[src/hdl/blendPkg.sv]
//////////////////////////////////////////////////
// Blend package
// Pixel, channel and alpha types of the overlay blender
//////////////////////////////////////////////////
package blendPkg;

  // One colour channel
  typedef logic [7:0] channelT;

  // 0 is fully transparent and 255 fully opaque
  typedef logic [7:0] alphaT;

  // Three channels with red in the top byte
  typedef channelT [2:0] framePixelT;

  // Image pixels carry their own alpha above the colour channels
  typedef struct packed {
    alphaT      alpha;
    framePixelT rgb;
  } imagePixelT;

  // Blender latency from input valid to output valid
  localparam int BLEND_STAGES = 3;

endpackage

[src/hdl/alphaBlender.sv]
//////////////////////////////////////////////////
// Alpha blender
// Three-stage per-channel mix of image over frame
//////////////////////////////////////////////////
`timescale 1ns/1ps
module alphaBlender #(
  parameter int PIPE_DEPTH = 3
) (
  input  logic                 SYS_CLK_I,
  input  logic                 RESET_n_I,
  input  logic                 valid_i,
  input  logic                 inWindow_i,
  input  logic                 lastInLine_i,
  input  logic                 lastInFrame_i,
  input  blendPkg::framePixelT framePixel_i,
  input  blendPkg::imagePixelT imagePixel_i,
  input  blendPkg::alphaT      globalAlpha_i,
  output blendPkg::framePixelT vout_o,
  output logic                 voutValid_o,
  output logic                 lineDone_o,
  output logic                 frameDone_o
);

  logic [15:0]          alphaProduct;
  blendPkg::alphaT      alphaS1;
  blendPkg::framePixelT frameS1;
  blendPkg::framePixelT imageS1;
  logic [15:0]          mixS2 [0:2];
  logic [PIPE_DEPTH-1:0] validPipe;
  logic [PIPE_DEPTH-1:0] linePipe;
  logic [PIPE_DEPTH-1:0] framePipe;

  assign alphaProduct = imagePixel_i.alpha * globalAlpha_i;

  always_ff @(posedge SYS_CLK_I)
  begin
    // Stage 1: scale the image alpha, zero outside the window
    alphaS1 <= inWindow_i ? alphaProduct[15:8] : '0;
    frameS1 <= framePixel_i;
    imageS1 <= imagePixel_i.rgb;
    for (int ch = 0; ch < 3; ch++)
    begin
      // Stage 2: weighted sum, weights add up to 256
      mixS2[ch] <= imageS1[ch] * alphaS1 + frameS1[ch] * (9'd256 - alphaS1);
      // Stage 3
      vout_o[ch] <= mixS2[ch][15:8];
    end
  end

  // Valid and markers follow the data through the pipe
  always_ff @(posedge SYS_CLK_I)
  begin
    if (!RESET_n_I)
    begin
      validPipe <= '0;
      linePipe  <= '0;
      framePipe <= '0;
    end
    else
    begin
      validPipe <= {validPipe[PIPE_DEPTH-2:0], valid_i};
      linePipe  <= {linePipe[PIPE_DEPTH-2:0], valid_i & lastInLine_i};
      framePipe <= {framePipe[PIPE_DEPTH-2:0], valid_i & lastInFrame_i};
    end
  end

  assign voutValid_o = validPipe[PIPE_DEPTH-1];
  assign lineDone_o  = linePipe[PIPE_DEPTH-1];
  assign frameDone_o = framePipe[PIPE_DEPTH-1];

endmodule

[config.mk]
export PLATFORM = sky130hd
export DESIGN_NAME = alphaBlender
export DESIGN_NICKNAME = d
export VERILOG_FILES = /design/src/hdl/blendPkg.sv /design/src/hdl/alphaBlender.sv
export SDC_FILE = /design/constraint.sdc
export NUM_CORES = 1
export LEC_CHECK = 0
export ABC_AREA = 1
export BUFFER_PORTS_ARGS = -buffer_cell sky130_fd_sc_hd__buf_2
export CORE_ASPECT_RATIO = 0.8
export CORE_MARGIN = 10
export CORE_UTILIZATION = 41
export CTS_CLUSTER_SIZE = 30
export DETAILED_ROUTE_END_ITERATION = 8
export GPL_TIMING_DRIVEN = 0
export PLACE_DENSITY = 0.62
export SLEW_MARGIN = 20
export SYNTH_ARGS = -nofsm -noshare
export SYNTH_HDL_FRONTEND = slang
export SYNTH_SLANG_ARGS = --single-unit
[constraint.sdc]
create_clock -name SYS_CLK_I -period 5.35 [get_ports SYS_CLK_I]
set_input_delay 0.2675 -clock SYS_CLK_I [delete_from_list [all_inputs] [get_ports SYS_CLK_I]]
set_output_delay 0.2675 -clock SYS_CLK_I [all_outputs]
set_load 0.005 [all_outputs]
==> results of run 1 <==
[cell usage after synthesis (5+ instances only)]
library cell	n
buf_2	16
xor2_1	11
a21oi_1	51
o21bai_1	6
o21ai_0	20
nand2_1	587
nand4_1	12
nand3_1	44
fa_1	336
clkbuf_1	41
nand3b_1	5
nor2_1	162
clkbuf_2	14
dfxtp_1	113
ha_1	215
inv_1	705
xnor2_1	7
[critical path: cells and delay by family, from the launching register on]
kind | cells | cell delay (ps)
buffers and inverters | 12 | 960
xor gates and xnor gates | 1 | 170
adders and majority gates | 8 | 3520
and+or+nand+nor | 8 | 630
DFF | 1 | 420
[metrics by stage]
| step | area (um2) | utilization | TNS (ps) |
|---|---|---|---|
| final | 22900 | 0.513 | -8740 |
| after global routing | 22900 | 0.513 | -12690 |
| after CTS | 22300 | 0.499 | -5980 |
| after detailed placement | 20000 | 0.448 | -17710 |
| after global placement | 20000 | 0.448 | -17340 |
| after floorplan | 18900 | - | -71.9 |
[per-layer routing]
layer / vias up / GRT usage / routed length [um]
met1: 7452 / 0.263 / 22800
met5: - / 0 / 0
li1: 7270 / - / -
met2: 490 / 0.310 / 23400
met4: 0 / 0.0454 / 939
met3: 66 / 0.0540 / 4550
[layout make-up]
type / count / area (um2)
buffer: 81 / 578
sequential: 113 / 2270
clock inverter: 10 / 206
timing repair buffer: 202 / 1590
inverter: 707 / 2690
tap: 603 / 754
fill: 4261 / 21800
clock buffer: 21 / 460
multi-input combinational: 1491 / 14400
[cell families (layout without fill, tap and decap cells)]
| logic type | Yosys count | in the layout | share of synthesized area |
|---|---|---|---|
| buffers and inverters | 789 | 1021 | 0.163 |
| AO/OA/AOI/OAI | 88 | 88 | 0.0260 |
| adder cells (fa/ha/maj) | 551 | 551 | 0.504 |
| XOR/XNOR | 18 | 18 | 0.00844 |
| AND/OR/NAND/NOR | 834 | 834 | 0.177 |
| flip-flops | 113 | 113 | 0.121 |
[registers in the layout, summed over array words and instances, names as in the netlist]
| signal | count |
|---|---|
| alphaS1 | 8 |
| validPipe | 3 |
| vout_o | 24 |
| frameS1 | 24 |
| imageS1 | 24 |
| mixS2 | 24 |
| linePipe | 3 |
| framePipe | 3 |
[final timing paths]
kind         slack [ps]                  start                 endpoint  cells after the start
max                -480  alphaS1[0]$_SDFF_PN0_     mixS2[0][11]$_DFF_P_                     29
min                  30          lastInFrame_i  framePipe[0]$_SDFF_PN0_                      3
max reg2reg        -480  alphaS1[0]$_SDFF_PN0_     mixS2[0][11]$_DFF_P_                     29
min reg2reg         320   mixS2[0][40]$_DFF_P_       vout_o[16]$_DFF_P_                      0
[placed cells by master, fill, tap and decap left out, types with 13 or more instances in the layout]
master	synthesis	final
clkbuf_16	0	21
fa_2	0	21
nor2_2	3	18
nand2_1	587	530
inv_2	1	32
ha_1	215	191
nor2_4	1	13
ha_4	0	22
clkbuf_1	41	27
fa_1	336	315
a21oi_1	51	27
dfxtp_1	113	111
buf_4	3	55
buf_2	16	90
nand2_4	0	21
nor2_1	162	135
nand3_1	44	42
clkbuf_2	14	26
inv_1	705	667
nand2_2	4	39
buf_6	4	18
dlygate4sd3_1	0	48
[timing repair]
item                                    4_1_cts  5_1_grt
hold buffers                                 48        0
endpoints found under the setup margin       24       24
endpoints found under the hold margin        48        0
gates resized for setup                     177      134
pin swaps                                    75      126
setup buffers                                47       28
gates cloned                                  3        1
==> metrics.md, run 1 <==
| Metric | Value |
|---|---|
| Post-layout nets | 3,234 |
| Clock Tree Buf Depth | 2 |
| Register area share after synthesis | 0.121 |
| Max Clk Rate | around 0.17 GHz |
| RSZ-0062 raised after global routing | yes |
| Pins over their slew limit | 0 |
| Core Region | 0.0447 mm2 |
| Post-route setup slack | -484 ps |
| Top cell by count, worst path | fa_1 |
| Max-cap viol count | 0 |
| First-pass GRT wire length | ~84 mm |
| EDFF count, synth | 0 |
| Status | finished, violations left |
| Vias per cell | 4.73 |
| Remaining Overflow, GRT | 0 |
| Clock root cell | clkbuf_16 |
| Cell taking the most area after synthesis | fa_1 |
| Prevailing post-synth register cell | dfxtp_1 |
| Final cell count without fillers | 3,228 |
| Clk sink count | 113 |
| Synth top area cells | fa_1, ha_1, inv_1 |
| Gpl congestion | slightly above 0.9 |
| Cts bufs inserted | 17 |
| CP max-delay cell | fa_1 |
| DR WL/cell | between 15 and 20 um |
| Die W | 259 um |
| Critical path class | reg -> reg |
| Final Setup Violations | 24 |
| Core Rows | between 60 and 70 |
| Distinct cell type count after synthesis | 39 |
| Pre-CTS WS | -1030 ps |
| Post-synth top area share | 0.360 |
| CP Data Arrival Time | 6170 ps |
| DIE HEIGHT | 211 um |
| Total GRT Usage | 0.196 |
| Area Overhead vs Synth | 22.8% |
| Reg clk slew, reported paths | roughly 60 ps |
| Initial Util | 0.418 |
| Yosys warns | 0 |
| Min Tclk post-route | just under 6000 ps |
| Number of global-route vias before repair | 16,300 |
| Initial antenna violation count | 0 |
| Hold Vio Cnt, Final | 0 |
| Vias | 15,300 |
| H-Tree Depth | 4 |
| Final WL | 51.7 mm |
| Synthesized flop and latch total | between 100 and 150 |
| Hold Slack | ~28 ps |
| DRC | 0 |
| Crit start category | flip-flop |
| FFs w/ async S/R, synth | 0 |
| HP Class | in -> reg |
| CP Max Fanout | 5 |
| Max stage delay on crit path | between 500 and 600 ps |
| Fin crit share | 1.09 |
| Worst endpoint required time | between 5000 and 6000 ps |
| Post-Syn Nets | between 3,000 and 4,000 |
| CTS tree | built |
| Post-Syn Area | 0.0187 mm2 |
| Port buffer count | 79 |
| Clk_skew | between 10 and 15 ps |
| Least-Margin Pin Slew | 995 ps |
| Num ports | 97 |
| Layout cells sized above 1 | 0.176 |
| Worst setup EP type | flip-flop |
| DIE AREA | 0.0545 mm2 |
| Synth Instances | 2,393 |
| Ant diodes | 0 |
| Largest net degree at the start of global routing | 17 |
| Post-Syn Area per Cell | 7.80 um2 |
| Pre-antenna DRT Iters | 7 |
| Clk_lat worst skew | 450 ps |
| Inst Count DP | 3,075 |
| Max_slew headroom | 0.337 |
| Post-DP HPWL | 40.3 mm |
| Violated checks | negative setup slack |
| DRT iter0 DRCs | 1,126 |
| ANT nets after route | 0 |
Power of run 1 is left out: the tool's default activity adds up to more than one toggle a clock period on the data nets, which glitch-free logic cannot reach.
==> run 2, diff against run 1 <==
- CORE_ASPECT_RATIO: 0.8 -> unset
==> run 2 against run 1 <==
  * The flow still finishes with violations (negative setup slack)
  * Worst setup slack improved by 99 ps
  * Cell area decreased by 1.3%
  * Wire length decreased by 3.6%
  * Critical path depth decreased by 1
  * Critical path type unchanged
  * Critical endpoint is now mixS2[0][14]$_DFF_P_
==> metrics.md, run 2 (synthesis results as in run 1) <==
| Metric | Value |
|---|---|
| Layout cells sized above 1 | 0.167 (was 0.176) |
| Hold Vio Cnt, Final | 0 (unchanged) |
| Gpl congestion | 0.885 (was 0.909) |
| Pre-antenna DRT Iters | 6 (was 7) |
| RSZ-0062 raised after global routing | yes (unchanged) |
| # fillers | 4,239 (was 4,261) |
| Largest net degree at the start of global routing | 17 (unchanged) |
| Final WL | 49.8 mm (was 51.7 mm) |
| Remaining Overflow, GRT | 0 (unchanged) |
| Max_slew headroom | 0.521 (was 0.337) |
| Fin crit share | 1.07 (was 1.09) |
| CTS tree | built (unchanged) |
| Vias | 15,000 (was 15,300) |
| Worst endpoint required time | 5770 ps (was 5690 ps) |
| Final core occ | 0.501 (was 0.513) |
| CP Max Fanout | 7 (was 5) |
| Critical path class | reg -> reg (unchanged) |
| Die W | 233 um (was 259 um) |
| Num ports | 97 (unchanged) |
| Most common cell after layout, fill and taps aside | inv_1 (unchanged) |
| Core Region | 0.0452 mm2 (was 0.0447 mm2) |
| H-Tree Depth | 4 (unchanged) |
| Total GRT Usage | 0.191 (was 0.196) |
| ANT nets after route | 0 (unchanged) |
| Port buffer count | 79 (unchanged) |
| Crit start category | flip-flop (unchanged) |
| Worst r2r path cells | 28 (was 29) |
| Initial antenna violation count | 1 (was 0) |
| Vias per cell | 4.68 (was 4.73) |
| DRC | 0 (unchanged) |
| Initial Util | 0.413 (was 0.418) |
| First-pass GRT wire length | 81.0 mm (was 84.3 mm) |
| Core Rows | 78 (was 69) |
| Min Tclk post-route | 5740 ps (was 5830 ps) |
| Top cell by count, worst path | fa_1 (unchanged) |
| CP Data Arrival Time | 6160 ps (was 6170 ps) |
| Clock root cell | clkbuf_16 (unchanged) |
| Area Overhead vs Synth | 21.1% (was 22.8%) |
| Reg clk slew, reported paths | 60 ps (about the same) |
| Post-DP HPWL | 39.5 mm (was 40.3 mm) |
| Hold Slack | 63.0 ps (was 28.0 ps) |
| DIE HEIGHT | 233 um (was 211 um) |
| DRT iter0 DRCs | 901 (was 1,126) |
| Cts bufs inserted | 17 (unchanged) |
| Final Setup Violations | 24 (unchanged) |
| Most frequent cells in the layout | inv_1, nand2_1, fa_1, ha_1, nor2_1 (unchanged) |
| Clk_lat worst skew | 470 ps (was 450 ps) |
| Clock Tree Buf Depth | 2 (unchanged) |
| Status | finished, violations left (unchanged) |
| Least-Margin Pin Slew | 719 ps (was 995 ps) |
| Worst hold stages | 3 (unchanged) |
| Violated checks | negative setup slack (unchanged) |
| Number of global-route vias before repair | 16,000 (was 16,300) |
| DIE AREA | 0.0545 mm2 (about the same) |
| DR WL/cell | 15.5 um (was 16.0 um) |
| Clk sink count | 113 (unchanged) |
| Max Clk Rate | 0.174 GHz (was 0.171 GHz) |
| Post-layout nets | 3,217 (was 3,234) |
| CP max-delay cell | fa_1 (unchanged) |
| HP Class | in -> reg (unchanged) |
| Pre-CTS WS | -1060 ps (was -1030 ps) |
| Crit. path cell count | 28 (was 29) |
| Worst setup EP type | flip-flop (unchanged) |
| Clk_skew | 15.2 ps (was 11.7 ps) |
| Max-cap viol count | 0 (unchanged) |
| Crit path buf inv count | 10 (was 12) |
| Max stage delay on crit path | 550 ps (was 570 ps) |
| Post-route setup slack | -385 ps (was -484 ps) |
| Pins over their slew limit | 0 (unchanged) |
| Top cell family by delay on the critical path | adder cells (unchanged) |
## run 2: cell count changes in the layout (fill, tap and decap cells not counted), moves of 4 or more
cell	delta
buf_12	-4
nand2_1	+11
nor2_4	-4
nor2_2	+5
ha_1	-4
bufinv_16	-4
nand2_2	-6
ha_4	+4
nand2_4	-4
buf_4	-13
## run 2: stage by stage
stage                     cells  cell area, um2  TNS [ps]
after CTS                  3196           22100     -4200
after detailed placement   3072           20000    -20160
after global routing       3209           22600    -10040
final                      3210           22600     -5690
after global placement     3072           20000    -19700
after floorplan            2393           18900     -71.9
## run 2: final cells by class
| cell class | instances | area [um2] | area share |
|---|---|---|---|
| Clock inverter | 9 | 105 | 0.00465 |
| Multi-Input combinational cell | 1491 | 14300 | 0.634 |
| Tap cell | 600 | 751 | 0.0332 |
| Sequential cell | 113 | 2270 | 0.100 |
| Timing Repair Buffer | 185 | 1420 | 0.0629 |
| Inverter | 707 | 2690 | 0.119 |
| Clock buffer | 23 | 478 | 0.0211 |
| Buffer | 81 | 569 | 0.0252 |
| Antenna cell | 1 | 2.50 | 0.000111 |
## run 2: worst paths after layout
path                             to  slack [ps]             startpoint
max            mixS2[0][14]$_DFF_P_        -390  alphaS1[0]$_SDFF_PN0_
min          linePipe[2]$_SDFF_PN0_          60              RESET_n_I
max reg2reg    mixS2[0][14]$_DFF_P_        -390  alphaS1[0]$_SDFF_PN0_
min reg2reg       vout_o[7]$_DFF_P_         320   mixS2[0][15]$_DFF_P_
## run 2: tightest hold or removal path: stages
cell	delay, ps
buf_2	140
nand2_1	60
inv_1	30
## run 2: timing repair
action	4_1_cts	5_1_grt
endpoints found under the setup margin	24	24
endpoints found under the hold margin	51	0
resized for setup	160	125
hold buffers	51	0
pin swaps	70	66
buffers inserted	42	13
## run 2: layer usage
layer  GRT usage  vias to the layer above  wire length (um)
met1       0.236                     7320             21400
met4      0.0736                        0              1410
met2       0.322                      406             24300
met5           0                        -                 0
li1            -                     7229                 -
met3      0.0381                       76              2750
Power of run 2 is left out for the same reason.
