--- src/hdl/geometryPkg.sv ---
//////////////////////////////////////////////////
// Geometry package
// Coordinate and line-buffer address definitions
//////////////////////////////////////////////////
package geometryPkg;

  localparam int COORD_WIDTH = 11;
  typedef logic [COORD_WIDTH-1:0] coordT;

  localparam int BUF_AWIDTH = 11;
  typedef logic [BUF_AWIDTH-1:0] bufAddrT;

  // Frame pixels buffered before a line is read back
  localparam bufAddrT READ_START_COUNT = 4;

endpackage

--- src/hdl/overlayScanner.sv ---
//////////////////////////////////////////////////
// Overlay scanner
// Reads frame lines back and marks the overlay window
//////////////////////////////////////////////////
`timescale 1ns/1ps
module overlayScanner (
  input  logic                 SYS_CLK_I,
  input  logic                 RESET_n_I,
  input  geometryPkg::bufAddrT frameWriteCount_i,
  input  geometryPkg::coordT   fxHeld_i,
  input  geometryPkg::coordT   fyHeld_i,
  input  geometryPkg::coordT   frameWidthHeld_i,
  input  geometryPkg::coordT   frameHeightHeld_i,
  input  geometryPkg::coordT   windowEndX_i,
  input  geometryPkg::coordT   windowEndY_i,
  output geometryPkg::bufAddrT frameReadAddr_o,
  output geometryPkg::bufAddrT imageReadAddr_o,
  output logic                 readValid_o,
  output logic                 inWindow_o,
  output logic                 lastInLine_o,
  output logic                 lastInFrame_o
);

  typedef enum logic {
    scanIdle,
    scanRead
  } scanStateT;

  scanStateT          state;
  geometryPkg::coordT col;
  geometryPkg::coordT row;
  logic               lastCol;
  logic               lastRow;
  logic               colInside;
  logic               rowInside;

  assign lastCol = (col == frameWidthHeld_i - 1'b1);
  assign lastRow = (row == frameHeightHeld_i - 1'b1);

  // Read sequencing, one column per cycle once enough pixels are stored
  always_ff @(posedge SYS_CLK_I)
  begin
    if (!RESET_n_I)
    begin
      state <= scanIdle;
      col   <= '0;
      row   <= '0;
    end
    else
    begin
      case (state)
        scanIdle:
        begin
          col <= '0;
          if (frameWriteCount_i == geometryPkg::READ_START_COUNT)
          begin
            state <= scanRead;
          end
        end
        scanRead:
        begin
          if (lastCol)
          begin
            state <= scanIdle;
            col   <= '0;
            row   <= lastRow ? '0 : row + 1'b1;
          end
          else
          begin
            col <= col + 1'b1;
          end
        end
        default:
        begin
          state <= scanIdle;
        end
      endcase
    end
  end

  assign colInside = (col >= fxHeld_i) && (col <= windowEndX_i);
  assign rowInside = (row >= fyHeld_i) && (row <= windowEndY_i);

  assign readValid_o     = (state == scanRead);
  assign frameReadAddr_o = geometryPkg::bufAddrT'(col);
  // Image pixels sit in their buffer relative to the window's left edge
  assign imageReadAddr_o = geometryPkg::bufAddrT'(col - fxHeld_i);
  assign inWindow_o      = readValid_o && colInside && rowInside;
  assign lastInLine_o    = readValid_o && lastCol;
  assign lastInFrame_o   = readValid_o && lastCol && lastRow;

endmodule

--- config.mk ---
export PLATFORM = sky130hd
export DESIGN_NAME = overlayScanner
export DESIGN_NICKNAME = d
export VERILOG_FILES = /design/src/hdl/geometryPkg.sv /design/src/hdl/overlayScanner.sv
export SDC_FILE = /design/constraint.sdc
export NUM_CORES = 1
export LEC_CHECK = 0
export BUFFER_PORTS_ARGS = -buffer_cell sky130_fd_sc_hd__buf_4
export CAP_MARGIN = 40
export CORE_ASPECT_RATIO = 1.1
export CORE_MARGIN = 2
export CORE_UTILIZATION = 56
export CTS_CLUSTER_DIAMETER = 200
export DETAILED_ROUTE_END_ITERATION = 8
export PLACE_DENSITY = 0.87
export SLEW_MARGIN = 20
export SYNTH_ARGS = -nofsm -noshare
export SYNTH_HDL_FRONTEND = slang
export SYNTH_SLANG_ARGS = --single-unit
--- constraint.sdc ---
create_clock -name SYS_CLK_I -period 7.2 [get_ports SYS_CLK_I]
set_clock_uncertainty 0.2 [all_clocks]
set_input_delay 1.08 -clock SYS_CLK_I [delete_from_list [all_inputs] [get_ports SYS_CLK_I]]
set_output_delay 1.08 -clock SYS_CLK_I [all_outputs]
set_load 0.005 [all_outputs]
==> summary.md, run 1 <==
| Metric | Value |
|---|---|
| Pin count of the biggest net entering global routing | `14` |
| Global-route wire length before repair | `13.9 mm` |
| Count of port buffers added during placement | `104` |
| Clock tree from TritonCTS | `built` |
| Library cells used by synthesis | `58` |
| Std-Cell Rows | `28` |
| Initial Utilization | `58.7%` |
| Routed wirelength normalized by instance count | `14.6 um` |
| Part of the Yosys area used for sequential elements | `14.5%` |
| Mean cell area of the mapped netlist | `7.69 um^2` |
| Critical path fanouts, max | `9` |
| Flop2flop setup slack | `4.41 ns` |
| Total negative slack | `0 ns` |
| Final estimated routing congestion in global placement | `0.931` |
| Total Power | `328 uW` |
| Post-detailed-routing wire length | `8.59 mm` |
| Kind of end point of the critical path | `output port` |
| Worst vdd ir | `0.0699 mV` |
| Pwr dens | `80.7 nW/um^2` |
| Clock Sink Count | `23` |
| First drt pass iteration count | `4` |
| Post-DR vias/cell | `5.70` |
| Worst setup SP type | `input pin` |
| Post-Place Cell Area | `4020 um^2` |
| Starting DRC count in detailed routing | `149` |
| Global route overflow | `0` |
| Number of DRC violations after detailed routing | `0` |
| Final cell count without fillers | `589` |
| Transition at the pin with the smallest max-transition slack | `0.738 ns` |
| Filler instances | `440` |
| Antenna violations before repair | `0` |
| Data arrival time of the critical path | `3.69 ns` |
| Final setup violating endpoints | `0` |
| Worst reg2reg path startpoint | `row[6]$_SDFFE_PN0P_` |
| Ratio of cells with drive above 1 in the final layout | `23.9%` |
| Max-cap violations | `0` |
| Terminus of the critical flop-to-flop path | `row[7]$_SDFFE_PN0P_` |
| Number of CTS-inserted buffers | `3` |
| RSZ-0062 raised after global routing | `no` |
| Synthesized flop and latch total | `23` |
| Antenna-violating nets left | `0` |
| Area Growth Syn to Fin | `27.7%` |
| Die Outline Area | `6310 um^2` |
| Worst Hold Endpoint | `row[0]$_SDFFE_PN0P_` |
| Maximum operating frequency | `201 MHz` |
| Root Driver | `sky130_fd_sc_hd__clkbuf_8` |
| Post-synth ARST share | `0%` |
| Die Wd | `75.9 um` |
| Chip height | `83.1 um` |
| Number of global-route vias before repair | `3,207` |
| Category of the critical setup timing path | `in2out` |
| Required time at the worst-slack endpoint | `5.92 ns` |
| Crit share post-route | `69.0%` |
| GRT Util Overall | `25.8%` |
| Number of hold-repair buffers added at the cts stage | `0` |
| Gate count after technology mapping | `414` |
| Number of H-tree levels | `1` |
| Count of yosys warnings during synthesis | `0` |
| Gates resized, CTS repair | `0` |
| Maximum number of buffers from clock root to sink | `2` |
| Net count after synthesis | `542` |
| Cells on Worst Hold Path | `2` |
| Number of nets in the finished design | `643` |
| Cell Count Post-Placement | `585` |
| Cell area after synthesis | `3190 um^2` |
| Floorplan core area | `5430 um^2` |
| Finished layout cell area | `4070 um^2` |
| Minimum hold slack | `0.393 ns` |
| Number of synthesized flops with an enable pin | `0` |
| Number of hold violations in the final report | `0` |
| Top library cells by usage in the layout, fill and taps aside | `sky130_fd_sc_hd__buf_4, sky130_fd_sc_hd__inv_1, sky130_fd_sc_hd__ha_1` |
| Crit path time final | `4.97 ns` |
| Worst min-delay path category | `reg2reg` |
| Antenna fix cells | `0` |
| Most used DFF post-synth | `sky130_fd_sc_hd__dfxtp_1` |
| Total number of vias | `3,360` |
| Post-detailed-placement half-perimeter wirelength | `7.01 mm` |
| Most common library cell in the layout ignoring fill and taps | `sky130_fd_sc_hd__buf_4` |
| Clock-pin slew reported for the worst setup and hold paths after clock tree synthesis | `0.08 ns` |
| Launch point of the worst hold path | `row[0]$_SDFFE_PN0P_` |
| Register-to-Register Path Depth | `7` |
| Number of post-CTS setup repair buffers | `0` |
| Result of the run | `finished clean` |
| IO Count | `105` |
| Leakage power | `2.03 nW` |
| Clock insertion delay at the later pin of the skew report | `0.27 ns` |
| Total count of max-transition violations in the final report | `0` |
| Slew Limit Headroom | `50.4%` |
-- report_power, final --
group,switching (mW),internal [mW],leakage (nW)
clock,0.0419,0.0396,0.0228
combinational,0.0496,0.0639,1.82
sequential,0.00463,0.129,0.186
total,0.0962,0.232,2.03
-- worst max-delay path, cell delays in order --
cell and delay (ns):
sky130_fd_sc_hd__buf_4 0.12, sky130_fd_sc_hd__inv_1 0.05, sky130_fd_sc_hd__ha_1 0.21, sky130_fd_sc_hd__or4b_1 0.58, sky130_fd_sc_hd__or4b_1 0.55, sky130_fd_sc_hd__nand2_1 0.09, sky130_fd_sc_hd__a31oi_2 0.10, sky130_fd_sc_hd__nor4b_4 0.55
sky130_fd_sc_hd__nand2b_2 0.16, sky130_fd_sc_hd__inv_2 0.09, sky130_fd_sc_hd__buf_4 0.10
-- cell usage after synthesis, drive strengths merged (2+ instances only) --
library cell / count / area share, %
clkbuf: 5 / 0.59
nor2: 22 / 2.6
nand4: 13 / 2.7
o21a: 14 / 3.3
nor2b: 6 / 1.2
o311ai: 2 / 0.55
xor2: 22 / 6.0
a21boi: 2 / 0.47
or4b: 2 / 0.63
nor4: 11 / 2.2
and3: 11 / 2.2
and2: 3 / 0.63
o2111ai: 3 / 0.82
a211o: 2 / 0.55
o31ai: 4 / 0.94
o21ai: 11 / 1.7
o211ai: 3 / 0.71
xnor2: 25 / 6.9
nor3b: 5 / 1.2
inv: 56 / 6.6
nand3: 14 / 2.2
nor4b: 4 / 1.6
or4: 4 / 0.94
nand3b: 3 / 0.71
or2: 4 / 0.79
nand4b: 2 / 0.55
nor3: 13 / 2.0
or3: 4 / 0.86
nand2: 19 / 2.2
o2bb2ai: 3 / 0.82
a21o: 8 / 1.9
ha: 48 / 19
o22ai: 2 / 0.39
a211oi: 4 / 0.94
a21oi: 16 / 2.5
nand2b: 7 / 1.5
dfxtp: 23 / 14
buf: 2 / 0.31
-- area by class of cell --
cell class / count / area, um^2 / share of cell area (%)
clock buffer: 4 / 45.0 / 1.11
tap: 75 / 93.8 / 2.31
sequential: 23 / 460 / 11.3
inverter: 56 / 210 / 5.17
timing repair buffer: 104 / 781 / 19.2
multi-input combinational: 327 / 2480 / 60.9
-- routing by layer --
layer,GRT usage [%],vias up,part of all wire (%)
li1,-,1686,-
met1,29.1,1559,42
met2,51.1,105,53
met3,3.37,10,4.5
met4,5.12,0,0.85
met5,0,-,0
-- kinds of logic after synthesis --
logic type,count (synthesis),share of synthesized area (%)
xor+xnor,47,12.9
simple gates,149,27.3
compound gates,82,18.0
flops,23,14.5
buf+inv,64,7.82
fa+ha+maj,49,19.5
-- registers in the layout (all words and copies together), names as in the netlist --
name / cells
frameReadAddr_o: 11
row: 11
readValid_o: 1
-- worst max-delay path by stage --
stage	from	to	cells past startpoint
after global placement	frameHeightHeld_i[0]	lastInFrame_o	11
after global routing	frameHeightHeld_i[1]	lastInFrame_o	11
final	frameHeightHeld_i[0]	lastInFrame_o	11
after detailed placement	frameHeightHeld_i[0]	lastInFrame_o	11
after floorplan	frameHeightHeld_i[0]	lastInFrame_o	10
after CTS	frameHeightHeld_i[0]	lastInFrame_o	11
-- stage by stage --
step / utilization (%) / setup slack [ns]
2_1_floorplan: - / 2.70
3_3_place_gp: 74.1 / 2.32
3_5_place_dp: 74.1 / 2.24
4_1_cts: 74.9 / 2.24
5_1_grt: 74.9 / 2.07
6_report: 74.9 / 2.23
Note: power is estimated with default switching activity, not from simulation.
==> run 2: changes to the inputs <==
CORE_UTILIZATION = 47   (was 56)
PLACE_DENSITY = 0.78   (was 0.87)
clock period = 4.3 ns   (was 7.2 ns; I/O delays follow)
==> summary.md, run 2 (synthesis results as in run 1) <==
| Metric | Value |
|---|---|
| Result of the run | `finished clean` |
| Starting DRC count in detailed routing | `121` |
| Root Driver | `sky130_fd_sc_hd__clkbuf_8` |
| Count of port buffers added during placement | `104` |
| Total number of vias | `3,394` |
| Transition at the pin with the smallest max-transition slack | `0.726 ns` |
| Post-detailed-routing wire length | `8.52 mm` |
| RSZ-0062 raised after global routing | `no` |
| IO Count | `105` |
| Number of H-tree levels | `1` |
| GRT Util Overall | `22.9%` |
| Global route overflow | `0` |
| Number of post-CTS setup repair buffers | `0` |
| Clock insertion delay at the later pin of the skew report | `0.27 ns` |
| Required time at the worst-slack endpoint | `3.45 ns` |
| Gates resized, CTS repair | `0` |
| Antenna fix cells | `0` |
| Worst min-delay path category | `reg2reg` |
| Cell Count Post-Placement | `593` |
| Number of global-route vias before repair | `3,354` |
| Clock Sink Count | `23` |
| Number of CTS-inserted buffers | `3` |
| Initial Utilization | `48.6%` |
| Slew Limit Headroom | `51.2%` |
| Crit path max-delay cell type | `sky130_fd_sc_hd__or4b_1` |
| Data arrival time of the critical path | `3.01 ns` |
| Crit path time final | `3.86 ns` |
| Total negative slack | `0 ns` |
| Routed wirelength normalized by instance count | `14.3 um` |
| Number of DRC violations after detailed routing | `0` |
| Post-DR vias/cell | `5.69` |
| Most common library cell in the layout ignoring fill and taps | `sky130_fd_sc_hd__buf_4` |
| Critical path fanouts, max | `7` |
| Clock-pin slew reported for the worst setup and hold paths after clock tree synthesis | `0.09 ns` |
| Chip height | `90.3 um` |
| Final cell count without fillers | `597` |
| Number of hold violations in the final report | `0` |
| Global-route wire length before repair | `14.1 mm` |
| Number of hold-repair buffers added at the cts stage | `0` |
| Category of the critical setup timing path | `in2out` |
| Floorplan core area | `6560 um^2` |
| Max-cap violations | `0` |
| Crit share post-route | `89.7%` |
| Std-Cell Rows | `31` |
| Leakage power | `2.03 nW` |
| Minimum setup slack in the final design | `0.442 ns` |
| Ratio of cells with drive above 1 in the final layout | `24.3%` |
| Top library cells by usage in the layout, fill and taps aside | `sky130_fd_sc_hd__buf_4, sky130_fd_sc_hd__inv_1, sky130_fd_sc_hd__ha_1` |
| Kind of end point of the critical path | `output port` |
| First drt pass iteration count | `4` |
| Die Wd | `82.5 um` |
| Maximum operating frequency | `259 MHz` |
| Post-detailed-placement half-perimeter wirelength | `7.10 mm` |
| Cells on Worst Hold Path | `2` |
| Worst setup SP type | `input pin` |
| Final estimated routing congestion in global placement | `0.886` |
| Total Power | `548 uW` |
| Highest metal layer with signal wires | `met4` |
| Area Growth Syn to Fin | `28.2%` |
| Pin count of the biggest net entering global routing | `14` |
| Flop2flop setup slack | `1.61 ns` |
| Routed wl met2 | `4.30 mm` |
| Met3 layer wire length in the routed design | `516 um` |
| Maximum number of buffers from clock root to sink | `2` |
| Total count of max-transition violations in the final report | `0` |
| Worst vdd ir | `0.0907 mV` |
| Highest cell delay on the worst timing path | `0.59 ns` |
| Die Outline Area | `7450 um^2` |
| Register-to-Register Path Depth | `8` |
| Antenna-violating nets left | `0` |
| Pwr dens | `134 nW/um^2` |
| Antenna violations before repair | `0` |
| Worst slack after detailed placement | `0.454 ns` |
| Clock tree from TritonCTS | `built` |
| Final setup violating endpoints | `0` |
| Number of nets in the finished design | `644` |
| CP cell instances | `buf_4 > inv_1 > ha_1 > or4b_1 > or4b_1 > nand2_1 > a31oi_2 > nor4b_4 > nand2b_2 > inv_2 > buf_4` |
| Met1 Wirelength | `3.53 mm` |
-- run 2: changes by cell type in the layout (fill, tap and decap cells not counted) --
cell	before	now
sky130_fd_sc_hd__clkbuf_1	1	0
sky130_fd_sc_hd__buf_4	104	105
sky130_fd_sc_hd__clkinv_2	0	1
-- run 2: area by class of cell --
class	count	area, um^2
well taps	82	103
multi-input cells	327	2480
repair buffers	105	788
clock inverters	1	5.00
inverters	56	210
flip-flops and latches	23	460
fillers	609	2470
clock buffers	3	41.3
-- run 2: final timing paths --
path,start,to
worst max-delay path,frameHeightHeld_i[0],lastInFrame_o
worst max register to register,row[6]$_SDFFE_PN0P_,row[3]$_SDFFE_PN0P_
worst min register to register,row[0]$_SDFFE_PN0P_,row[0]$_SDFFE_PN0P_
worst min-delay path,row[0]$_SDFFE_PN0P_,row[0]$_SDFFE_PN0P_
-- run 2: per-stage QoR --
| step | utilization [%] | hold WS, ns | cell area (um^2) |
|---|---|---|---|
| 5_1_grt | 62.3 | 0.428 | 4080 |
| 4_1_cts | 62.3 | 0.396 | 4080 |
| 2_1_floorplan | - | 0.316 | 3190 |
| 6_report | 62.3 | 0.399 | 4080 |
| 3_5_place_dp | 61.6 | 0.384 | 4040 |
| 3_3_place_gp | 61.6 | 0.369 | 4040 |
-- run 2: power breakdown --
| group | switching [mW] | internal, mW |
|---|---|---|
| sequential | 0.00763 | 0.215 |
| clock | 0.0704 | 0.0648 |
| combinational | 0.0830 | 0.107 |
-- run 2: routing by layer --
metal | track usage, % | vias up
li1 | - | 1687
met1 | 27.9 | 1573
met2 | 41.3 | 118
met3 | 2.50 | 16
met4 | 6.28 | 0
met5 | 0 | -
-- run 2: critical path, delay by kind of cell --
kind / cells / cell delay (ns)
AO/OA/AOI/OAI: 1 / 0.11
buffers and inverters: 4 / 0.36
AND/OR/NAND/NOR: 5 / 1.69
adder cells (fa/ha/maj): 1 / 0.20
