### src/hdl/blendPkg.sv
//////////////////////////////////////////////////
// Blend package
// Pixel, channel and alpha types of the overlay blender
//////////////////////////////////////////////////
package blendPkg;

  // One colour channel
  typedef logic [7:0] channelT;

  // 0 is fully transparent and 255 fully opaque
  typedef logic [7:0] alphaT;

  // Three channels with red in the top byte
  typedef channelT [2:0] framePixelT;

  // Image pixels carry their own alpha above the colour channels
  typedef struct packed {
    alphaT      alpha;
    framePixelT rgb;
  } imagePixelT;

  // Blender latency from input valid to output valid
  localparam int BLEND_STAGES = 3;

endpackage

### src/hdl/geometryPkg.sv
//////////////////////////////////////////////////
// Geometry package
// Coordinate and line-buffer address definitions
//////////////////////////////////////////////////
package geometryPkg;

  localparam int COORD_WIDTH = 11;
  typedef logic [COORD_WIDTH-1:0] coordT;

  localparam int BUF_AWIDTH = 11;
  typedef logic [BUF_AWIDTH-1:0] bufAddrT;

  // Frame pixels buffered before a line is read back
  localparam bufAddrT READ_START_COUNT = 4;

endpackage

### src/hdl/overlayParamRegs.sv
//////////////////////////////////////////////////
// Overlay parameter registers
// Holds geometry and global alpha, derives the clipped window
//////////////////////////////////////////////////
`timescale 1ns/1ps
module overlayParamRegs (
  input  logic               SYS_CLK_I,
  input  logic               RESET_n_I,
  input  logic               videoParamValid_i,
  input  geometryPkg::coordT fx_i,
  input  geometryPkg::coordT fy_i,
  input  geometryPkg::coordT frameWidth_i,
  input  geometryPkg::coordT frameHeight_i,
  input  geometryPkg::coordT imageWidth_i,
  input  geometryPkg::coordT imageHeight_i,
  input  blendPkg::alphaT    globalAlpha_i,
  output geometryPkg::coordT fxHeld_o,
  output geometryPkg::coordT fyHeld_o,
  output geometryPkg::coordT frameWidthHeld_o,
  output geometryPkg::coordT frameHeightHeld_o,
  output geometryPkg::coordT imageWidthHeld_o,
  output geometryPkg::coordT imageHeightHeld_o,
  output blendPkg::alphaT    globalAlphaHeld_o,
  output geometryPkg::coordT windowEndX_o,
  output geometryPkg::coordT windowEndY_o
);

  // One extra bit so that offset plus size cannot wrap
  logic [geometryPkg::COORD_WIDTH:0] spanX;
  logic [geometryPkg::COORD_WIDTH:0] spanY;
  geometryPkg::coordT                endX;
  geometryPkg::coordT                endY;

  assign spanX = {1'b0, fx_i} + {1'b0, imageWidth_i};
  assign spanY = {1'b0, fy_i} + {1'b0, imageHeight_i};

  // Last window column and row, clipped at the frame edge
  assign endX = (spanX < {1'b0, frameWidth_i}) ? geometryPkg::coordT'(spanX - 1'b1)
                                               : frameWidth_i - 1'b1;
  assign endY = (spanY < {1'b0, frameHeight_i}) ? geometryPkg::coordT'(spanY - 1'b1)
                                                : frameHeight_i - 1'b1;

  always_ff @(posedge SYS_CLK_I)
  begin
    if (!RESET_n_I)
    begin
      fxHeld_o          <= '0;
      fyHeld_o          <= '0;
      frameWidthHeld_o  <= '0;
      frameHeightHeld_o <= '0;
      imageWidthHeld_o  <= '0;
      imageHeightHeld_o <= '0;
      globalAlphaHeld_o <= '0;
      windowEndX_o      <= '0;
      windowEndY_o      <= '0;
    end
    else if (videoParamValid_i)
    begin
      fxHeld_o          <= fx_i;
      fyHeld_o          <= fy_i;
      frameWidthHeld_o  <= frameWidth_i;
      frameHeightHeld_o <= frameHeight_i;
      imageWidthHeld_o  <= imageWidth_i;
      imageHeightHeld_o <= imageHeight_i;
      globalAlphaHeld_o <= globalAlpha_i;
      windowEndX_o      <= endX;
      windowEndY_o      <= endY;
    end
  end

endmodule

### config.mk
export PLATFORM = sky130hd
export DESIGN_NAME = overlayParamRegs
export DESIGN_NICKNAME = d
export VERILOG_FILES = /design/src/hdl/blendPkg.sv /design/src/hdl/geometryPkg.sv /design/src/hdl/overlayParamRegs.sv
export SDC_FILE = /design/constraint.sdc
export NUM_CORES = 1
export LEC_CHECK = 0
export ABC_AREA = 1
export BUFFER_PORTS_ARGS = -buffer_cell sky130_fd_sc_hd__buf_2
export CELL_PAD_IN_SITES_DETAIL_PLACEMENT = 2
export CELL_PAD_IN_SITES_GLOBAL_PLACEMENT = 2
export CORE_MARGIN = 2
export CORE_UTILIZATION = 28
export DETAILED_ROUTE_END_ITERATION = 10
export PLACE_DENSITY = 0.82
export SYNTH_ARGS = -nofsm -noshare
export SYNTH_HDL_FRONTEND = slang
export SYNTH_SLANG_ARGS = --single-unit
### constraint.sdc
create_clock -name SYS_CLK_I -period 4.6 [get_ports SYS_CLK_I]
set_clock_uncertainty 0.15 [all_clocks]
set_input_delay 0.92 -clock SYS_CLK_I [delete_from_list [all_inputs] [get_ports SYS_CLK_I]]
set_output_delay 0.92 -clock SYS_CLK_I [all_outputs]
set_load 0.03 [all_outputs]
==> flow_summary.json, run 1 <==
{
  "status": "completed",
  "clkSlewWorstSetupHoldPaths_ps": 70,
  "via_per_inst": 4.77,
  "rr_startpoint": "windowEndX_o[2]",
  "critPathMaxFanout": 19,
  "io_pins": 173,
  "clock-sinks": 96,
  "first_pass_iters": 4,
  "drive_above_1_share_pct": 24.8,
  "area_delta_synth_final_pct": 25.4,
  "diodes": 0,
  "grt_max_degree": 86,
  "switching_share_pct": 38.7,
  "grt_pass1_vias": 6480,
  "timing.final.crit_period_ps": 4360,
  "hold_end": "windowEndY_o[0]",
  "cts_buffer_depth": 2,
  "dr.max_layer_used": "met4",
  "cts_root_buf": "clkbuf_16",
  "endpoint_kind": "register",
  "io_buffers": 172,
  "worst_slack_ps": 237,
  "insertion_delay_ps": 340,
  "die_w_um": 148,
  "yosysTopAreaCell": "dfxtp_1",
  "ys_ff_latch": 96,
  "antenna_left": 0,
  "critical_path.startpoint_type": "primary input",
  "whs_ps": 335,
  "worstSetupPathType": "primary input to register",
  "seq_power_share_pct": 33.2,
  "pre_cts_slack_ps": -212,
  "ctsHtreeMaxLevel": 3,
  "hp-start": "windowEndY_o[0]",
  "comb_power_share_pct": 37.8,
  "met1_length_mm": 10.2,
  "finalCritPeriodShare_pct": 94.9,
  "cpMostUsedCell": "nand2_1",
  "hpwl_mm": 16.4,
  "crit_required_ps": 4690,
  "slowest_stage": "fa_2",
  "nets": 1147,
  "met3WireLength_mm": 1.16,
  "r2r_end": "windowEndX_o[2]",
  "gr-total-overflow": 0,
  "p_per_area_nw_per_um2": 385,
  "track_usage_pct": 19.3,
  "switching_power_mw": 1.09,
  "async_flop_share_pct": 0,
  "chipHeight_um": 148,
  "maxCapViolCount": 0,
  "arrival_ps": 4450,
  "tritoncts": "built",
  "p_leak_nw": 3.85,
  "vias": 6185,
  "final_cell_mix": "buf_2, nor2_1, nand2_1",
  "initial_core_util_pct": 28.6,
  "wl_met2_mm": 9.53,
  "final_util_pct": 35.9,
  "row_count": 52,
  "die_area_um2": 22000,
  "grt_first_pass_wirelength_mm": 33.9,
  "yosysUniqueCellTypes": 40,
  "tightest_slew_ps": 1100,
  "ff2ff_path_depth": 2,
  "stdcell_count": 1297,
  "yosys_warnings": 0,
  "filler_cell_count": 2533,
  "gp_congestion": 0.794,
  "ctsHoldBuffers": 0,
  "setup_violations": 0,
  "ir_drop_mv": 0.181,
  "drc": 0,
  "internal-power_mw": 1.73,
  "syn_avg_cell_area_um2": 6.77,
  "synth_nets": 985,
  "cp_top_family": "simple AND/OR/NAND/NOR gates",
  "cts_inserted_buffers": 9,
  "drt-total-wl_mm": 20.9,
  "max_slew_margin_pct": 26.3,
  "seq_area_frac_synth_pct": 32.9,
  "final_common_cell": "buf_2",
  "synthCells": 862,
  "yosysTopAreaCellShare_pct": 32.9,
  "syn_area_um2": 5830,
  "hold_path_depth": 2,
  "max_freq_ghz": 0.229,
  "post_drt_wl_per_cell_um": 16.2,
  "hold_class": "register to register",
  "core_um2": 20400,
  "drtIter0Drc": 188,
  "clockPowerShare_pct": 28.9,
  "critPathBufInv": 1,
  "max_stage_delay_ps": 400,
  "rsz0062_at_grt": "yes",
  "slew_violations": 0,
  "hold_viol": 0,
  "rrSetupSlack_ps": 3700,
  "placed_cells": 1282,
  "synth_edf_count": 0,
  "synth_flop_cell": "dfxtp_1",
  "synthTopCellsByArea": "dfxtp_1, nor2_1, nand2_1",
  "antenna_found_initial": 0
}
Yosys cell counts (2+ instances only):
cell / number
o221ai_1: 2
o211ai_1: 2
nand3_1: 46
nand3_2: 4
a21oi_1: 49
clkbuf_1: 25
a21oi_2: 2
fa_1: 2
o21bai_1: 2
buf_2: 2
inv_2: 4
nand2_4: 5
inv_1: 89
o21ai_1: 2
o21ai_0: 93
xor2_1: 8
nor2_1: 172
o21a_1: 3
nor3_1: 3
nor2_2: 4
nand2_1: 151
nand3b_1: 2
or2_2: 2
buf_1: 4
nand4_1: 4
o21ai_2: 4
ha_1: 44
nand2_2: 19
xnor2_1: 5
o21ai_4: 2
nor2_4: 2
dfxtp_1: 96
metal layers:
metal | up-vias | track usage, %
met5 | - | 0
met4 | 0 | 3.00
met3 | 8 | 5.40
met2 | 116 | 31.4
met1 | 2977 | 25.9
li1 | 3084 | -
power groups by stage:
stage	combinational [mW]	clock [mW]	sequential (mW)
6_report	1.07	0.816	0.937
3_5_place_dp	1.05	0	0.955
3_3_place_gp	1.01	0	0.952
2_1_floorplan	0.595	0	1.09
5_1_grt	1.20	0.883	0.945
4_1_cts	1.07	0.853	0.937
final cells by class:
cell class / count / area [um^2] / area share (%)
clock buffers: 11 / 243 / 3.32
clock inverters: 3 / 67.6 / 0.924
inverters: 94 / 353 / 4.83
multi-input cells: 639 / 3440 / 47.0
flip-flops and latches: 96 / 1920 / 26.3
well taps: 270 / 338 / 4.62
repair buffers: 184 / 953 / 13.0
what timing repair did:
| action | 4_1_cts | 5_1_grt |
|---|---|---|
| gates resized for setup | 0 | 9 |
| setup buffers | 0 | 1 |
| endpoints found under the setup margin | 0 | 8 |
logic make-up (layout without fill, tap and decap cells):
kind of cell	Yosys count	after routing	synth area share, %
DFF	96	96	32.9
AOI/OAI and AO/OA	163	163	15.4
xor gates and xnor gates	13	13	1.95
and+or+nand+nor	417	417	31.0
adders and majority gates	46	46	10.1
buffers and inverters	127	292	8.62
worst max path at each step:
stage | from | endpoint | slack (ps) | depth (start not counted)
after floorplan | fx_i[0] | windowEndX_o[8] | 530 | 25
after global placement | fx_i[0] | windowEndX_o[6] | 110 | 25
after detailed placement | fx_i[0] | windowEndX_o[10] | -210 | 26
after CTS | fx_i[0] | windowEndX_o[10] | 90 | 24
after global routing | fx_i[0] | windowEndX_o[10] | -50 | 26
final | fx_i[0] | windowEndX_o[10] | 240 | 26
worst reg2reg max path: stages, from the launching register on:
cell and delay, ps:
dfxtp_1 350, o221ai_1 220, inv_1 70
flip-flops by register name, summed over array words and instances, names as in the netlist:
register / flops
fxHeld_o: 11
windowEndX_o: 11
imageHeightHeld_o: 11
windowEndY_o: 11
fyHeld_o: 11
frameHeightHeld_o: 11
imageWidthHeld_o: 11
frameWidthHeld_o: 11
globalAlphaHeld_o: 8
per-stage QoR:
step / instance area, um^2 / setup TNS [ps] / total power, mW
final: 7310 / 0 / 2.82
after global routing: 7310 / -136 / 3.02
after CTS: 7280 / 0 / 2.86
after detailed placement: 6970 / -884 / 2.00
after global placement: 6970 / 0 / 1.97
after floorplan: 5830 / 0 / 1.68
(Power assumes the default switching activity.)
==> run 2, diff against run 1 <==
--- a/config.mk
+++ b/config.mk
@@ -6,13 +6,13 @@
 export NUM_CORES = 1
 export LEC_CHECK = 0
 export ABC_AREA = 1
-export BUFFER_PORTS_ARGS = -buffer_cell sky130_fd_sc_hd__buf_2
 export CELL_PAD_IN_SITES_DETAIL_PLACEMENT = 2
 export CELL_PAD_IN_SITES_GLOBAL_PLACEMENT = 2
 export CORE_MARGIN = 2
-export CORE_UTILIZATION = 28
+export CORE_UTILIZATION = 34
 export DETAILED_ROUTE_END_ITERATION = 10
-export PLACE_DENSITY = 0.82
+export DONT_BUFFER_PORTS = 1
+export PLACE_DENSITY = 0.81
 export SYNTH_ARGS = -nofsm -noshare
 export SYNTH_HDL_FRONTEND = slang
 export SYNTH_SLANG_ARGS = --single-unit
==> run 2 against run 1 <==
  * Die area down 17%
  * Clock-buffer cell count unchanged
  * Hold slack improved by 180 ps
  * Largest cell class unchanged
  * Largest power group is now registers
  * Highest routed layer unchanged
==> flow_summary.json, run 2 (synthesis gave the netlist of run 1 again) <==
{
  "status": "completed",
  "rsz0062_at_grt": "no",
  "critical_path.startpoint_type": "primary input",
  "setup_violations": 0,
  "grt_util_met1_pct": 26.1,
  "io_pins": 173,
  "area_delta_synth_final_pct": 7.53,
  "timing.final.crit_period_ps": 4230,
  "chipHeight_um": 135,
  "drive_above_1_share_pct": 8.16,
  "grt_most_used_layer": "met2",
  "rr_startpoint": "windowEndX_o[0]",
  "track_usage_pct": 22.0,
  "row_count": 47,
  "ctsHtreeMaxLevel": 3,
  "crit_start": "fx_i[0]",
  "die_w_um": 135,
  "cts_setup_buffers": 0,
  "diodes": 0,
  "grt_first_pass_wirelength_mm": 31.7,
  "hold_path_depth": 1,
  "hold_class": "primary input to register",
  "gp_congestion": 0.862,
  "post_drt_wl_per_cell_um": 18.8,
  "initial_core_util_pct": 34.9,
  "gr-total-overflow": 0,
  "ir_drop_mv": 0.177,
  "worstSetupPathType": "primary input to register",
  "crit_required_ps": 4700,
  "max_slew_margin_pct": 30.3,
  "max_freq_ghz": 0.236,
  "stdcell_count": 1066,
  "pre_cts_slack_ps": -40.2,
  "final_cell_mix": "nor2_1, nand2_1, dfxtp_1",
  "tns_ps": 0,
  "vias": 5516,
  "tightest_slew_ps": 1040,
  "nets": 964,
  "slew_violations": 0,
  "hold_viol": 0,
  "maxCapViolCount": 0,
  "tritoncts": "built",
  "io_buffers": 0,
  "core_um2": 16700,
  "place_area_um2": 5970,
  "cts_root_buf": "clkbuf_16",
  "cp-endpoint": "windowEndX_o[8]",
  "cpMostUsedCell": "nand2_1",
  "drc": 0,
  "p_leak_nw": 3.03,
  "path_depth": 26,
  "worst_slack_ps": 368,
  "hpwl_mm": 15.4,
  "drtIter0Drc": 177,
  "endpoint_kind": "register",
  "insertion_delay_ps": 350,
  "cts_buffer_depth": 2,
  "die_area_um2": 18200,
  "critPathMaxFanout": 19,
  "antenna_found_initial": 0,
  "drt-total-wl_mm": 20.1,
  "first_pass_iters": 4,
  "clkSlewWorstSetupHoldPaths_ps": 60,
  "max_stage_delay_ps": 400,
  "placed_cells": 1050,
  "grt_pass1_vias": 6134,
  "critPathBufInv": 1,
  "whs_ps": 519,
  "ff2ff_path_depth": 4,
  "cp_top_family": "simple AND/OR/NAND/NOR gates",
  "via_per_inst": 5.17,
  "final_common_cell": "nor2_1",
  "grt_max_degree": 138,
  "stdcell_area_um2": 6270,
  "cts_inserted_buffers": 9,
  "r2r_end": "windowEndX_o[0]",
  "arrival_ps": 4330,
  "use_met2_pct": 37.6,
  "clock-sinks": 96,
  "antenna_left": 0,
  "slowest_stage": "fa_2",
  "finalCritPeriodShare_pct": 92.0,
  "rrSetupSlack_ps": 3530,
  "gr-usage-met3_pct": 7.62,
  "p_per_area_nw_per_um2": 417
}
[run 2: cell count changes in the layout (fill, tap and decap cells not counted), moves of 2 or more]
cell      previous run  this run
clkinv_2             0         2
buf_4               13         1
nor2_1             170       172
buf_2              171         0
[run 2: worst min path at each step]
stage,from,end,slack [ps]
finish,videoParamValid_i,frameWidthHeld_o[10],520
floorplan,fxHeld_o[0],fxHeld_o[0],490
detailed placement,fyHeld_o[4],fyHeld_o[4],520
global placement,globalAlphaHeld_o[7],globalAlphaHeld_o[7],510
global route,videoParamValid_i,frameWidthHeld_o[1],500
CTS,videoParamValid_i,frameHeightHeld_o[2],500
[run 2: what timing repair did]
action	4_1_cts	5_1_grt
gates resized for setup	0	2
hold buffers	0	0
setup endpoints to repair	0	4
[run 2: report_power, final]
part	switching [mW]	internal, mW	total [mW]	leakage [nW]
Clock	0.336	0.436	0.772	0.145
Sequential	0.190	0.902	1.09	0.799
Combinational	0.506	0.249	0.755	2.09
Total	1.03	1.59	2.62	3.03
[run 2: final cells by class]
cell class | instances | area [um^2]
clock buffer | 11 | 243
clock inverter | 5 | 56.3
fill | 2008 | 10400
inverter | 94 | 353
multi-input combinational | 639 | 3420
sequential | 96 | 1920
tap | 220 | 275
timing repair buffer | 1 | 7.51
[run 2: worst reg2reg max path: stages (launching register included)]
cell	delay, ps
dfxtp_1	530
nor2_1	80
nor2_1	90
o21ai_0	80
inv_1	80
[run 2: stage by stage]
step	total power, mW	util (%)
floorplan	1.68	-
global placement	1.80	35.7
detailed placement	1.86	35.7
CTS	2.65	37.5
global route	2.78	37.6
finish	2.62	37.6
[run 2: per-layer routing]
layer  wire length [um]  share of wire [%]  vias up
met5                  0                  0        -
met1               8750                 44     2633
li1                   -                  -     2715
met4                343                1.7        0
met2               9370                 47      146
met3               1610                8.0       22
